==> src/rtl/switch_defines.svh <==
`ifndef SWITCH_DEFINES_SVH
`define SWITCH_DEFINES_SVH

//////////////////////////////////////////////////
// stream beat fields
//////////////////////////////////////////////////

`define SW_DATA_WIDTH 32
// one keep bit per data byte
`define SW_KEEP_WIDTH 4
`define SW_USER_WIDTH 2
`define SW_TID_WIDTH 2

//////////////////////////////////////////////////
// switch structure
//////////////////////////////////////////////////

// up, aa and la
`define SW_NUM_SOURCES 3
`define SW_FIFO_DEPTH 16

// register slave
`define SW_LITE_ADDR_WIDTH 15
`define SW_TH_WIDTH 4
`define SW_TH_RESET 6

`endif

==> src/rtl/axis_pkg.sv <==
`include "switch_defines.svh"

package axis_pkg;

    // one beat as seen on an upstream source or a downstream port
    typedef struct packed {
        logic [`SW_DATA_WIDTH-1:0] data;
        logic [`SW_KEEP_WIDTH-1:0] keep;
        logic                      last;
        logic [`SW_USER_WIDTH-1:0] user;
    } src_beat_t;

    // serial link beat, tid says which source or port it belongs to
    typedef struct packed {
        logic [`SW_TID_WIDTH-1:0] tid;
        src_beat_t                beat;
    } link_beat_t;

    //////////////////////////////////////////////////
    // tid assignment
    //////////////////////////////////////////////////

    // user project
    localparam logic [`SW_TID_WIDTH-1:0] TID_UP = 2'd0;
    // register bridge
    localparam logic [`SW_TID_WIDTH-1:0] TID_AA = 2'd1;
    // logic analyzer, upstream only
    localparam logic [`SW_TID_WIDTH-1:0] TID_LA = 2'd2;

endpackage

==> src/rtl/cfg_pkg.sv <==
`include "switch_defines.svh"

package cfg_pkg;

    // write address and data, taken in one cycle
    typedef struct packed {
        logic [`SW_LITE_ADDR_WIDTH-1:0] addr;
        logic [`SW_DATA_WIDTH-1:0]      data;
        logic [`SW_DATA_WIDTH/8-1:0]    strb;
    } lite_wr_t;

    // fill level above which the link input is throttled
    typedef logic [`SW_TH_WIDTH-1:0] th_t;

endpackage

==> src/rtl/axis_switch_top.sv <==
`timescale 1ns/10ps

`include "switch_defines.svh"

module axis_switch_top
    import axis_pkg::*;
    import cfg_pkg::*;
(
    input  logic                      axis_clk,
    input  logic                      axi_reset_n,
    // upstream sources
    input  src_beat_t                 up_beat,
    input  logic                      up_valid,
    output logic                      up_ready,
    input  src_beat_t                 aa_beat,
    input  logic                      aa_valid,
    output logic                      aa_ready,
    input  src_beat_t                 la_beat,
    input  logic                      la_valid,
    output logic                      la_ready,
    // serial link
    output link_beat_t                link_out,
    output logic                      link_out_valid,
    input  logic                      link_out_ready,
    input  link_beat_t                link_in,
    input  logic                      link_in_valid,
    output logic                      link_in_ready,
    // downstream ports
    output src_beat_t                 up_out,
    output logic                      up_out_valid,
    input  logic                      up_out_ready,
    output src_beat_t                 aa_out,
    output logic                      aa_out_valid,
    input  logic                      aa_out_ready,
    // register slave
    input  lite_wr_t                  lite_wr,
    input  logic                      lite_awvalid,
    input  logic                      lite_wvalid,
    output logic                      lite_awready,
    output logic                      lite_wready,
    input  logic                      lite_arvalid,
    output logic                      lite_arready,
    output logic                      lite_rvalid,
    output logic [`SW_DATA_WIDTH-1:0] lite_rdata,
    input  logic                      lite_rready,
    input  logic                      cfg_enable
);

    th_t        threshold;
    link_beat_t head;
    logic       head_valid;
    logic       pop;

    cfg_lite_regs u_cfg (
        .axis_clk     (axis_clk),
        .axi_reset_n  (axi_reset_n),
        .cfg_enable   (cfg_enable),
        .lite_awvalid (lite_awvalid),
        .lite_wvalid  (lite_wvalid),
        .lite_wr      (lite_wr),
        .lite_arvalid (lite_arvalid),
        .lite_rready  (lite_rready),
        .lite_awready (lite_awready),
        .lite_wready  (lite_wready),
        .lite_arready (lite_arready),
        .lite_rvalid  (lite_rvalid),
        .lite_rdata   (lite_rdata),
        .threshold    (threshold)
    );

    upstream_arbiter u_arb (
        .axis_clk       (axis_clk),
        .axi_reset_n    (axi_reset_n),
        .up_beat        (up_beat),
        .aa_beat        (aa_beat),
        .la_beat        (la_beat),
        .up_valid       (up_valid),
        .aa_valid       (aa_valid),
        .la_valid       (la_valid),
        .link_out_ready (link_out_ready),
        .up_ready       (up_ready),
        .aa_ready       (aa_ready),
        .la_ready       (la_ready),
        .link_out       (link_out),
        .link_out_valid (link_out_valid)
    );

    downstream_fifo u_fifo (
        .axis_clk      (axis_clk),
        .axi_reset_n   (axi_reset_n),
        .link_in       (link_in),
        .link_in_valid (link_in_valid),
        .threshold     (threshold),
        .pop           (pop),
        .link_in_ready (link_in_ready),
        .head          (head),
        .head_valid    (head_valid)
    );

    downstream_router u_router (
        .head         (head),
        .head_valid   (head_valid),
        .up_out_ready (up_out_ready),
        .aa_out_ready (aa_out_ready),
        .pop          (pop),
        .up_out       (up_out),
        .aa_out       (aa_out),
        .up_out_valid (up_out_valid),
        .aa_out_valid (aa_out_valid)
    );

endmodule

==> src/rtl/cfg_lite_regs.sv <==
`timescale 1ns/10ps

`include "switch_defines.svh"

module cfg_lite_regs
    import cfg_pkg::*;
(
    input  logic                      axis_clk,
    input  logic                      axi_reset_n,
    input  logic                      cfg_enable,
    input  logic                      lite_awvalid,
    input  logic                      lite_wvalid,
    input  lite_wr_t                  lite_wr,
    input  logic                      lite_arvalid,
    input  logic                      lite_rready,
    output logic                      lite_awready,
    output logic                      lite_wready,
    output logic                      lite_arready,
    output logic                      lite_rvalid,
    output logic [`SW_DATA_WIDTH-1:0] lite_rdata,
    output th_t                       threshold
);

    localparam int DW = `SW_DATA_WIDTH;

    logic wr_fire;
    logic reg_hit;

    // address and data must arrive together
    assign wr_fire = cfg_enable && lite_awvalid && lite_wvalid;
    // only word 0 exists, low byte holds the threshold
    assign reg_hit = (lite_wr.addr[11:2] == '0) && lite_wr.strb[0];

    assign lite_awready = wr_fire;
    assign lite_wready  = wr_fire;

    always_ff @(posedge axis_clk or negedge axi_reset_n) begin
        if (!axi_reset_n) begin
            threshold <= th_t'(`SW_TH_RESET);
        end else if (wr_fire && reg_hit) begin
            threshold <= lite_wr.data[$bits(th_t)-1:0];
        end
    end

    // read side answers at once, every address returns word 0
    assign lite_arready = 1'b1;
    assign lite_rvalid  = 1'b1;
    assign lite_rdata   = DW'(threshold);

endmodule

==> src/rtl/downstream_fifo.sv <==
`timescale 1ns/10ps

`include "switch_defines.svh"

module downstream_fifo
    import axis_pkg::*;
    import cfg_pkg::*;
(
    input  logic       axis_clk,
    input  logic       axi_reset_n,
    input  link_beat_t link_in,
    input  logic       link_in_valid,
    input  th_t        threshold,
    input  logic       pop,
    output logic       link_in_ready,
    output link_beat_t head,
    output logic       head_valid
);

    localparam int DEPTH = `SW_FIFO_DEPTH;
    localparam int AW    = $clog2(DEPTH);
    localparam int CW    = AW + 1;

    link_beat_t    mem [DEPTH];
    logic [CW-1:0] wr_ptr;
    logic [CW-1:0] rd_ptr;
    logic [CW-1:0] wr_ptr_next;
    logic [CW-1:0] rd_ptr_next;
    logic [CW-1:0] fill_next;
    logic          wr_en;

    assign wr_en       = link_in_valid && link_in_ready;
    assign wr_ptr_next = wr_ptr + CW'(wr_en);
    assign rd_ptr_next = rd_ptr + CW'(pop);
    // extra pointer bit tells full from empty
    assign fill_next   = wr_ptr_next - rd_ptr_next;

    always_ff @(posedge axis_clk or negedge axi_reset_n) begin
        if (!axi_reset_n) begin
            wr_ptr        <= '0;
            rd_ptr        <= '0;
            link_in_ready <= 1'b0;
        end else begin
            wr_ptr        <= wr_ptr_next;
            rd_ptr        <= rd_ptr_next;
            // one beat of slack above the threshold
            link_in_ready <= (fill_next <= CW'(threshold));
        end
    end

    always_ff @(posedge axis_clk) begin
        if (wr_en) begin
            mem[wr_ptr[AW-1:0]] <= link_in;
        end
    end

    assign head       = mem[rd_ptr[AW-1:0]];
    assign head_valid = (wr_ptr != rd_ptr);

endmodule

==> src/rtl/downstream_router.sv <==
`timescale 1ns/10ps

module downstream_router
    import axis_pkg::*;
(
    input  link_beat_t head,
    input  logic       head_valid,
    input  logic       up_out_ready,
    input  logic       aa_out_ready,
    output logic       pop,
    output src_beat_t  up_out,
    output src_beat_t  aa_out,
    output logic       up_out_valid,
    output logic       aa_out_valid
);

    logic up_sel;
    logic aa_sel;
    logic drop;

    assign up_sel = (head.tid == TID_UP);
    assign aa_sel = (head.tid == TID_AA);
    // no downstream port for la or the spare tid
    assign drop   = head_valid && !up_sel && !aa_sel;

    assign up_out_valid = head_valid && up_sel;
    assign aa_out_valid = head_valid && aa_sel;

    // unselected port sees all zeros
    assign up_out = up_sel ? head.beat : '0;
    assign aa_out = aa_sel ? head.beat : '0;

    //////////////////////////////////////////////////
    // buffer pop
    //////////////////////////////////////////////////

    assign pop = (up_out_valid && up_out_ready)
               || (aa_out_valid && aa_out_ready)
               || drop;

endmodule

==> src/rtl/upstream_arbiter.sv <==
`timescale 1ns/10ps

`include "switch_defines.svh"

module upstream_arbiter
    import axis_pkg::*;
(
    input  logic       axis_clk,
    input  logic       axi_reset_n,
    input  src_beat_t  up_beat,
    input  src_beat_t  aa_beat,
    input  src_beat_t  la_beat,
    input  logic       up_valid,
    input  logic       aa_valid,
    input  logic       la_valid,
    input  logic       link_out_ready,
    output logic       up_ready,
    output logic       aa_ready,
    output logic       la_ready,
    output link_beat_t link_out,
    output logic       link_out_valid
);

    localparam int N  = `SW_NUM_SOURCES;
    localparam int PW = $clog2(N);

    // tid stamped on the link for each source index
    localparam logic [`SW_TID_WIDTH-1:0] SRC_TID [N] = '{TID_UP, TID_AA, TID_LA};

    logic [N-1:0]  req;
    src_beat_t     src_beat [N];
    logic [N-1:0]  src_ready;
    logic [PW-1:0] grant_idx;
    logic [PW-1:0] base_ptr;
    logic          frame_active;
    logic          stage_free;
    logic          accept;
    logic          pick_found;
    logic [PW-1:0] pick_idx;
    logic [PW-1:0] pick_next;

    assign req         = {la_valid, aa_valid, up_valid};
    assign src_beat[0] = up_beat;
    assign src_beat[1] = aa_beat;
    assign src_beat[2] = la_beat;

    //////////////////////////////////////////////////
    // round robin pick
    //////////////////////////////////////////////////

    // search starts one past the last winner
    always_comb begin
        int idx;
        pick_found = 1'b0;
        pick_idx   = '0;
        for (int i = 0; i < N; i++) begin
            idx = (int'(base_ptr) + i) % N;
            if (!pick_found && req[idx]) begin
                pick_found = 1'b1;
                pick_idx   = PW'(idx);
            end
        end
        pick_next = (pick_idx == PW'(N - 1)) ? '0 : pick_idx + 1'b1;
    end

    // stage can take a beat when empty or draining this cycle
    assign stage_free = !link_out_valid || link_out_ready;

    always_comb begin
        src_ready = '0;
        if (frame_active && stage_free) begin
            src_ready[grant_idx] = 1'b1;
        end
    end

    assign up_ready = src_ready[0];
    assign aa_ready = src_ready[1];
    assign la_ready = src_ready[2];
    assign accept   = |(src_ready & req);

    //////////////////////////////////////////////////
    // grant lock and output stage
    //////////////////////////////////////////////////

    always_ff @(posedge axis_clk or negedge axi_reset_n) begin
        if (!axi_reset_n) begin
            frame_active   <= 1'b0;
            grant_idx      <= '0;
            base_ptr       <= '0;
            link_out_valid <= 1'b0;
        end else begin
            if (!frame_active) begin
                if (pick_found) begin
                    frame_active <= 1'b1;
                    grant_idx    <= pick_idx;
                    base_ptr     <= pick_next;
                end
            end else if (accept && src_beat[grant_idx].last) begin
                // frame done, re-arbitrate next cycle
                frame_active <= 1'b0;
            end

            if (accept) begin
                link_out_valid <= 1'b1;
            end else if (link_out_ready) begin
                link_out_valid <= 1'b0;
            end
        end
    end

    // held while the link back-pressures
    always_ff @(posedge axis_clk) begin
        if (accept) begin
            link_out.beat <= src_beat[grant_idx];
            link_out.tid  <= SRC_TID[grant_idx];
        end
    end

endmodule

==> config.mk <==
export PLATFORM = sky130hd
export DESIGN_NAME = axis_switch_top
export DESIGN_NICKNAME = d
export VERILOG_FILES = /design/src/rtl/axis_pkg.sv /design/src/rtl/cfg_pkg.sv /design/src/rtl/axis_switch_top.sv /design/src/rtl/cfg_lite_regs.sv /design/src/rtl/downstream_fifo.sv /design/src/rtl/downstream_router.sv /design/src/rtl/upstream_arbiter.sv
export VERILOG_INCLUDE_DIRS = /design/src /design/src/rtl
export SDC_FILE = /design/constraint.sdc
export NUM_CORES = 1
export LEC_CHECK = 0
export BUFFER_PORTS_ARGS = -buffer_cell sky130_fd_sc_hd__buf_4
export CORE_MARGIN = 2
export CORE_UTILIZATION = 55
export DETAILED_ROUTE_END_ITERATION = 10
export HOLD_SLACK_MARGIN = 0.12
export PLACE_DENSITY_LB_ADDON = 0.1
export SETUP_SLACK_MARGIN = 0.2
export SYNTH_ARGS = -nofsm -noshare
export SYNTH_HDL_FRONTEND = slang
export SYNTH_SLANG_ARGS = --single-unit
export TNS_END_PERCENT = 20
==> constraint.sdc <==
create_clock -name axis_clk -period 5.4 [get_ports axis_clk]
set_clock_uncertainty 0.1 [all_clocks]
set_input_delay 1.08 -clock axis_clk [delete_from_list [all_inputs] [get_ports axis_clk]]
set_output_delay 1.08 -clock axis_clk [all_outputs]
set_load 0.01 [all_outputs]
After elaboration in Yosys (flattened, before gate mapping) --
Memories as Yosys holds them, arrays and structs flattened. Index checks and enable logic that the tools add are counted.
Cells by class: $add $sub $neg 6, div/mod/pow operators 3, $lt $le $gt $ge 7, equality and inequality tests 3, mux-type cells 34, bitwise operators 3, reduce and logical (&&, ||, !) cells 29
Operators with widths (number):
- $mux 39 | 4
- $lt 32x4->1 const B | 3
- $bmux 39 s2 | 1
- $mod 32x3->32 const B | 2
- $mod 3x3->32 const B | 1
- $mux 1 | 17
- $logic_and 1x1->1 | 16
- $mux 2 | 6
- $add 5x1->5 | 2
- $logic_not 10->1 | 1
- $bmux 1 s2 | 3
- $le 5x4->1 | 1
- $logic_not 1->1 | 5
- $ne 5x5->1 | 1
- $sub 5x5->5 | 1
- $bmux 2 s2 | 1
- $add 2x1->3 const B | 1
- $add 2x2->3 const B | 1
- $and 3x3->3 | 1
- $ge 3x3->1 const B | 1
- $logic_or 1x1->1 | 3
- $lt 2x3->1 const B | 1
- $mux 3 | 1
- $not 2->3 | 1
- other kinds (10) | 10
Word-level totals: register bits after elaboration 62, RAM bits 656, input bits 223, output and inout port bits 162, word-level logic and storage cells 99, memories kept 1
Memories:
- u_fifo.mem | words 16, bits a word 41, rd ports 1, clocked after memory_dff 0, write ports 1, RTL line downstream_fifo.sv:24 | link_beat_t mem [DEPTH];

Longest topological paths before layout --
Gate-level depths: netlist (run 1).
depth after elaboration 13, mapped depth 18, gate-level depth less buffers 16

Cells and area by module --
A second synthesis (run 1) with hierarchy kept.
Second synthesis, totals: cell total of the unflattened synthesis 1473, area, all modules 29012.8 µm²
Modules (own cells, without submodules):
- downstream_fifo | instances 1, cells each 1097, area each 25350.6 µm²
- upstream_arbiter | instances 1, cells each 234, area each 2560.0 µm²
- downstream_router | instances 1, cells each 92, area each 633.1 µm²
- cfg_lite_regs | instances 1, cells each 50, area each 469.2 µm²

Worst setup path before layout (run 1) --
OpenSTA, ideal clock, no wires.
path kind input to register, start point in link_in_valid, end point mem u_fifo.mem[0][0] in the netlist's numbering, enable pin, data arrival time 4656 ps, data required time 4810 ps, setup slack 153 ps, stages 4, cells stage by stage and2_1 -> clkbuf_1 -> or3b_2 -> nor3_1
Between the ends: longest elaborated chain between the ends 3
Ends and longest elaborated chain:
- from (decl) | RTL line axis_switch_top.sv:26 | input logic link_in_valid,
- $logic_and 1x1->1 | RTL line downstream_fifo.sv:32 | assign wr_en = link_in_valid && link_in_ready;
- $mux 1 | RTL line downstream_fifo.sv:52 | if (wr_en) begin
- $mux 1 (not written as such) | RTL line downstream_fifo.sv:53 | mem[wr_ptr[AW-1:0]] <= link_in;
- to (decl) | RTL line downstream_fifo.sv:24
Every way passes these cells.

==> out/metrics.cfg, run 1 <==
[global_route]
grt_pass1_wl_um=95200
antenna_found_initial=4
gr-total-overflow=0
grt_pass1_vias=14700
grt_usage_pct=24.6
grt_start_max_net_pins=75

[synth]
netlist_instances=1379
mappedNetlistArea_um2=28900
synth_seq_cells=718
async_reset_ff_share_pct=2.92
synth-main-ff-cell=edfxtp_1
synth_edf_count=697
yosys_warnings=0
synth.avg_cell_area_um2=20.9
seq_area_frac_synth_pct=74.3
synth.distinct_cells=45

[cts]
cts_resized=0
htreeDepth=3
cts_num_sinks=718
root_buffer=clkbuf_16
cts.path.max_buffers=3
clock_latency_ns=0.59
cts_setup_buffers=0
cts_inserted_buffers=73
clkTransAtPathRegs_ns=0.06
tritoncts=built
ctsHoldBuffers=0

[timing]
hold_viol=0
setup_violations=0
fmax_ghz=0.197
worst_slew_pin_slew_ns=1.12
period_minus_slack_ns=5.07
period_share_pct=93.8
slew_headroom_pct=25.5
rsz0062_at_grt=no
finalMaxSlewViolations=0
setup_tns_ns=0

[power_and_ir_drop]
total_power_mw=17.7
leakagePower_nw=11.7
powerDensity_nw_per_um2=516
vdd_drop_max_mv=0.359

[critical_path]
regToRegStartpoint=u_fifo.rd_ptr[1]$_DFF_PN0_
crit_buf_inv=2
rrSetupSlack_ns=0.96
cp.required_ns=4.22
r2r-end=u_fifo.link_in_ready$_DFF_PN0_
end_kind=output pin
critPathLaunch=u_fifo.rd_ptr[1]$_DFF_PN0_
crit_path_max_incr_delay_ns=0.98
cp_data_arrival_time_ns=3.89
cp_top_family=buffers and inverters
reg2regPathDepth=14
crit_end=aa_out[33]
criticalPathCategory=register to output pin
cp_cell_sequence=buf_4, mux4_2, mux4_2, and2_1, buf_4
critPathSlowestCell=buf_4
worstSetupStartpointType=register
path_max_fanout=74
cp.depth=5

[route]
detail_route.iter0.violations=1328
viasPerCell=5.88
wl_um=66000
drc_errors=0
first_pass_iters=5
wl_per_cell_um=26.8
drt.antenna.violating_nets=0
via_count=14500

[final_layout]
final_nets=1960
final_common_cell=edfxtp_1
final_cell_mix=edfxtp_1, buf_4, mux4_2
drive_above_1_share_pct=38.3
area_growth_pct=18.8
n_fill_cell=3393

[die]
die_w_um=233
coreArea_um2=51600
die_y_um=233
start_util_pct=55.9
die-area_um2=54300
rows=83
boundaryPins=385

[job]
maxCapViolCount=0

[placed_design]
gp_routability_congestion=0.766
portBuffers=316
place_hpwl_um=37000

[run_status]
outcome=complete, no violations

[hold_path]
hp-class=input pin to asynchronous set/reset pin

[per-layer routing]
| metal | wire [um] | GRT usage [%] |
|---|---|---|
| met5 | 16 | 0 |
| met4 | 752 | 6.01 |
| met3 | 4690 | 4.46 |
| met2 | 34700 | 43.0 |
| met1 | 25900 | 32.2 |
[power breakdown]
group	switching (mW)	leakage [nW]	internal, mW
clock	2.02	1.08	2.69
combinational	3.03	4.04	3.14
sequential	0.305	6.54	6.49
[kinds of logic (layout without fill, tap and decap cells)]
kind of cell | after synthesis | in the layout | share of synthesized area, %
muxes | 253 | 253 | 17.6
buffers and inverters | 123 | 493 | 2.20
adders and majority gates | 15 | 15 | 0.676
DFF | 718 | 718 | 74.3
other | 2 | 33 | 0.0260
xor gates and xnor gates | 15 | 15 | 0.455
AOI/OAI and AO/OA | 67 | 67 | 1.28
and+or+nand+nor | 186 | 186 | 3.45
[worst min-delay path by stage]
stage                                                start                                to  slack [ns]  cells past startpoint
after CTS                                      axi_reset_n    u_fifo.link_in_ready$_DFF_PN0_        0.26                      1
after detailed placement  u_arb.link_out_valid$_DFFE_PN0P_  u_arb.link_out_valid$_DFFE_PN0P_        0.41                      2
after floorplan               u_arb.frame_active$_DFF_PN0_      u_arb.frame_active$_DFF_PN0_        0.37                      1
after global routing                           axi_reset_n    u_fifo.link_in_ready$_DFF_PN0_        0.28                      1
final                                          axi_reset_n    u_fifo.link_in_ready$_DFF_PN0_        0.27                      1
after global placement    u_arb.link_out_valid$_DFFE_PN0P_  u_arb.link_out_valid$_DFFE_PN0P_        0.39                      2
[per-stage QoR]
step	setup WS, ns	util, %	instance area (um2)	instances	hold slack (ns)
final	0.332	66.4	34300	2460	0.274
after global placement	0.911	62.2	32100	2327	0.389
after floorplan	0.489	-	29000	1407	0.372
after detailed placement	0.923	62.2	32100	2327	0.415
after global routing	0.216	66.4	34300	2459	0.277
after CTS	0.280	66.4	34300	2457	0.259
[cell usage after synthesis (2+ instances only)]
cell	instances	area [um2]
mux2i_1	45	450
buf_2	19	95.1
nor4_1	3	18.8
mux2_2	5	56.3
edfxtp_1	697	20900
nor3b_1	2	15.0
xnor2_1	10	87.6
nand2b_1	5	31.3
nand2_1	49	184
dfstp_2	2	52.6
ha_1	14	175
buf_4	34	255
o211ai_1	2	15.0
and2_1	79	494
nor3_1	9	45.0
nand4_1	2	12.5
nand3b_1	2	15.0
a21o_1	3	22.5
a21oi_1	7	35.0
nor2b_1	4	25.0
o21ai_0	48	240
buf_1	13	48.8
nor2_1	17	63.8
conb_1	2	7.51
clkbuf_1	40	150
dfrtp_1	19	475
and3_1	2	12.5
mux4_2	203	4570
xor2_1	5	43.8
inv_1	14	52.6
nand3_1	7	35.0
buf_6	3	33.8
[state kept, by name, indices dropped and copies added, names as in the netlist]
signal,flops
u_fifo.mem,656
u_arb.link_out,41
u_fifo.rd_ptr,5
u_fifo.wr_ptr,5
u_cfg.threshold,4
u_arb.base_ptr,2
u_arb.grant_idx,2
u_arb.frame_active,1
u_arb.link_out_valid,1
u_fifo.link_in_ready,1
[cell type report]
type / count / area (um2) / share of cell area, %
inverters: 14 / 52.6 / 0.153
flip-flops and latches: 718 / 21500 / 62.6
clock inverters: 41 / 280 / 0.817
well taps: 680 / 851 / 2.48
repair buffers: 349 / 2680 / 7.82
diodes: 3 / 7.51 / 0.0219
clock buffers: 89 / 1930 / 5.63
multi-input cells: 566 / 7020 / 20.5
Power figures use the tool's default switching activity.
==> inputs of run 2 (changes only) <==
- CELL_PAD_IN_SITES_DETAIL_PLACEMENT: unset -> 0
- CELL_PAD_IN_SITES_GLOBAL_PLACEMENT: unset -> 1
- CORE_UTILIZATION: 55 -> 50
- TNS_END_PERCENT: 20 -> unset
==> out/metrics.cfg, run 2 (synthesis gave the netlist of run 1 again) <==
[run_status]
outcome=complete, no violations

[cts]
cts_inserted_buffers=73
cts.path.max_buffers=3
tritoncts=built
cts_resized=0
root_buffer=clkbuf_16
ctsHoldBuffers=0
cts_setup_buffers=0
htreeDepth=3
clkTransAtPathRegs_ns=0.06
clock_latency_ns=0.59
cts_num_sinks=718

[timing]
slew_headroom_pct=24.1
holdWs_ns=0.264
worst_slew_pin_slew_ns=1.14
setup_violations=0
period_minus_slack_ns=4.85
finalMaxSlewViolations=0
hold_viol=0
layout_setup_ws_ns=0.554
period_share_pct=89.7
rsz0062_at_grt=no
setup_tns_ns=0
fmax_ghz=0.206

[critical_path]
criticalPathCategory=register to output pin
cp.required_ns=4.22
rrSetupSlack_ns=0.97
path_max_fanout=21
crit_path_max_incr_delay_ns=0.66
end_kind=output pin
cp_cell_sequence=mux4_2, mux4_2, nor2_4, buf_4, and2_1, buf_4
cp_data_arrival_time_ns=3.67
r2r-end=u_fifo.link_in_ready$_DFF_PN0_
worstSetupStartpointType=register
reg2regPathDepth=14
critPathSlowestCell=dfrtp_4
regToRegStartpoint=u_fifo.rd_ptr[0]$_DFF_PN0_

[die]
rows=88
start_util_pct=50.3
coreArea_um2=57400
boundaryPins=385
die_y_um=244
die-area_um2=59700
die_w_um=244

[final_layout]
final_cell_mix=edfxtp_1, buf_4, mux4_2
drive_above_1_share_pct=38.9
n_fill_cell=4165
seq_area_um2=21500
area_growth_pct=19.7
post-route-util_pct=60.2
multi_input_area_um2=7020
largest_reg_flops=656
diodes=0
final_nets=1965
final_common_cell=edfxtp_1

[route]
wl_um=64800
detail_route.iter0.violations=972
first_pass_iters=5
wl_per_cell_um=25.5
viasPerCell=5.66
drc_errors=0
via_count=14400
drt.antenna.violating_nets=0

[power_and_ir_drop]
leakagePower_nw=11.8
total_power_mw=17.8
vdd_drop_max_mv=0.501
powerDensity_nw_per_um2=516

[placed_design]
portBuffers=316
dp_worst_setup_slack_ns=0.934
gp_routability_congestion=0.801
place_hpwl_um=37200

[job]
maxCapViolCount=0

[global_route]
grt_pass1_wl_um=95400
antenna_found_initial=2
grt_usage_pct=21.9
grt_start_max_net_pins=103
gr-total-overflow=0
grt_pass1_vias=14700

[hold_path]
hp-class=input pin to asynchronous set/reset pin

[run 2: cell types whose count changed in the layout (fill, tap and decap cells not counted), sizes merged]
cell and delta:
buf +5, bufinv +4, clkbuf +3, clkinv -8, clkinvlp -1, diode -3
[run 2: layout make-up]
type	count	area share, %
Sequential cell	718	62.1
Clock inverter	36	1.07
Inverter	14	0.152
Timing Repair Buffer	354	7.91
Clock buffer	92	5.64
Tap cell	765	2.77
Multi-Input combinational cell	566	20.3
[run 2: stage by stage]
step | instance area (um2) | instances
after floorplan | 29000 | 1407
after global placement | 32200 | 2417
after detailed placement | 32200 | 2417
after CTS | 34600 | 2545
after global routing | 34600 | 2545
final | 34600 | 2545
[run 2: layer usage]
layer | share of wire [%] | GRT usage (%)
met5 | 0.031 | 0
met3 | 6.0 | 3.98
met2 | 50 | 36.1
met4 | 1.2 | 5.09
met1 | 43 | 30.8
[run 2: worst max-delay path by stage]
stage	end	startpoint	slack, ns
after floorplan	u_fifo.mem[12][0]$_DFFE_PP_	link_in_valid	0.49
after global placement	u_fifo.link_in_ready$_DFF_PN0_	u_fifo.rd_ptr[0]$_DFF_PN0_	0.87
after detailed placement	u_fifo.link_in_ready$_DFF_PN0_	u_fifo.rd_ptr[0]$_DFF_PN0_	0.93
after CTS	up_out[30]	u_fifo.rd_ptr[0]$_DFF_PN0_	0.40
after global routing	aa_out[22]	u_fifo.rd_ptr[0]$_DFF_PN0_	0.27
final	up_out[17]	u_fifo.rd_ptr[0]$_DFF_PN0_	0.55
[run 2: report_power, final]
group / switching (mW) / internal [mW] / total, mW
clock network: 2.02 / 2.89 / 4.91
logic: 3.01 / 3.13 / 6.14
registers: 0.292 / 6.49 / 6.78
[run 2: worst max-delay path: cells and delay by family (launching register included)]
kind / cells / cell delay (ns)
mux: 2 / 1.18
simple gates: 2 / 0.69
flops: 1 / 0.66
buf+inv: 2 / 0.51
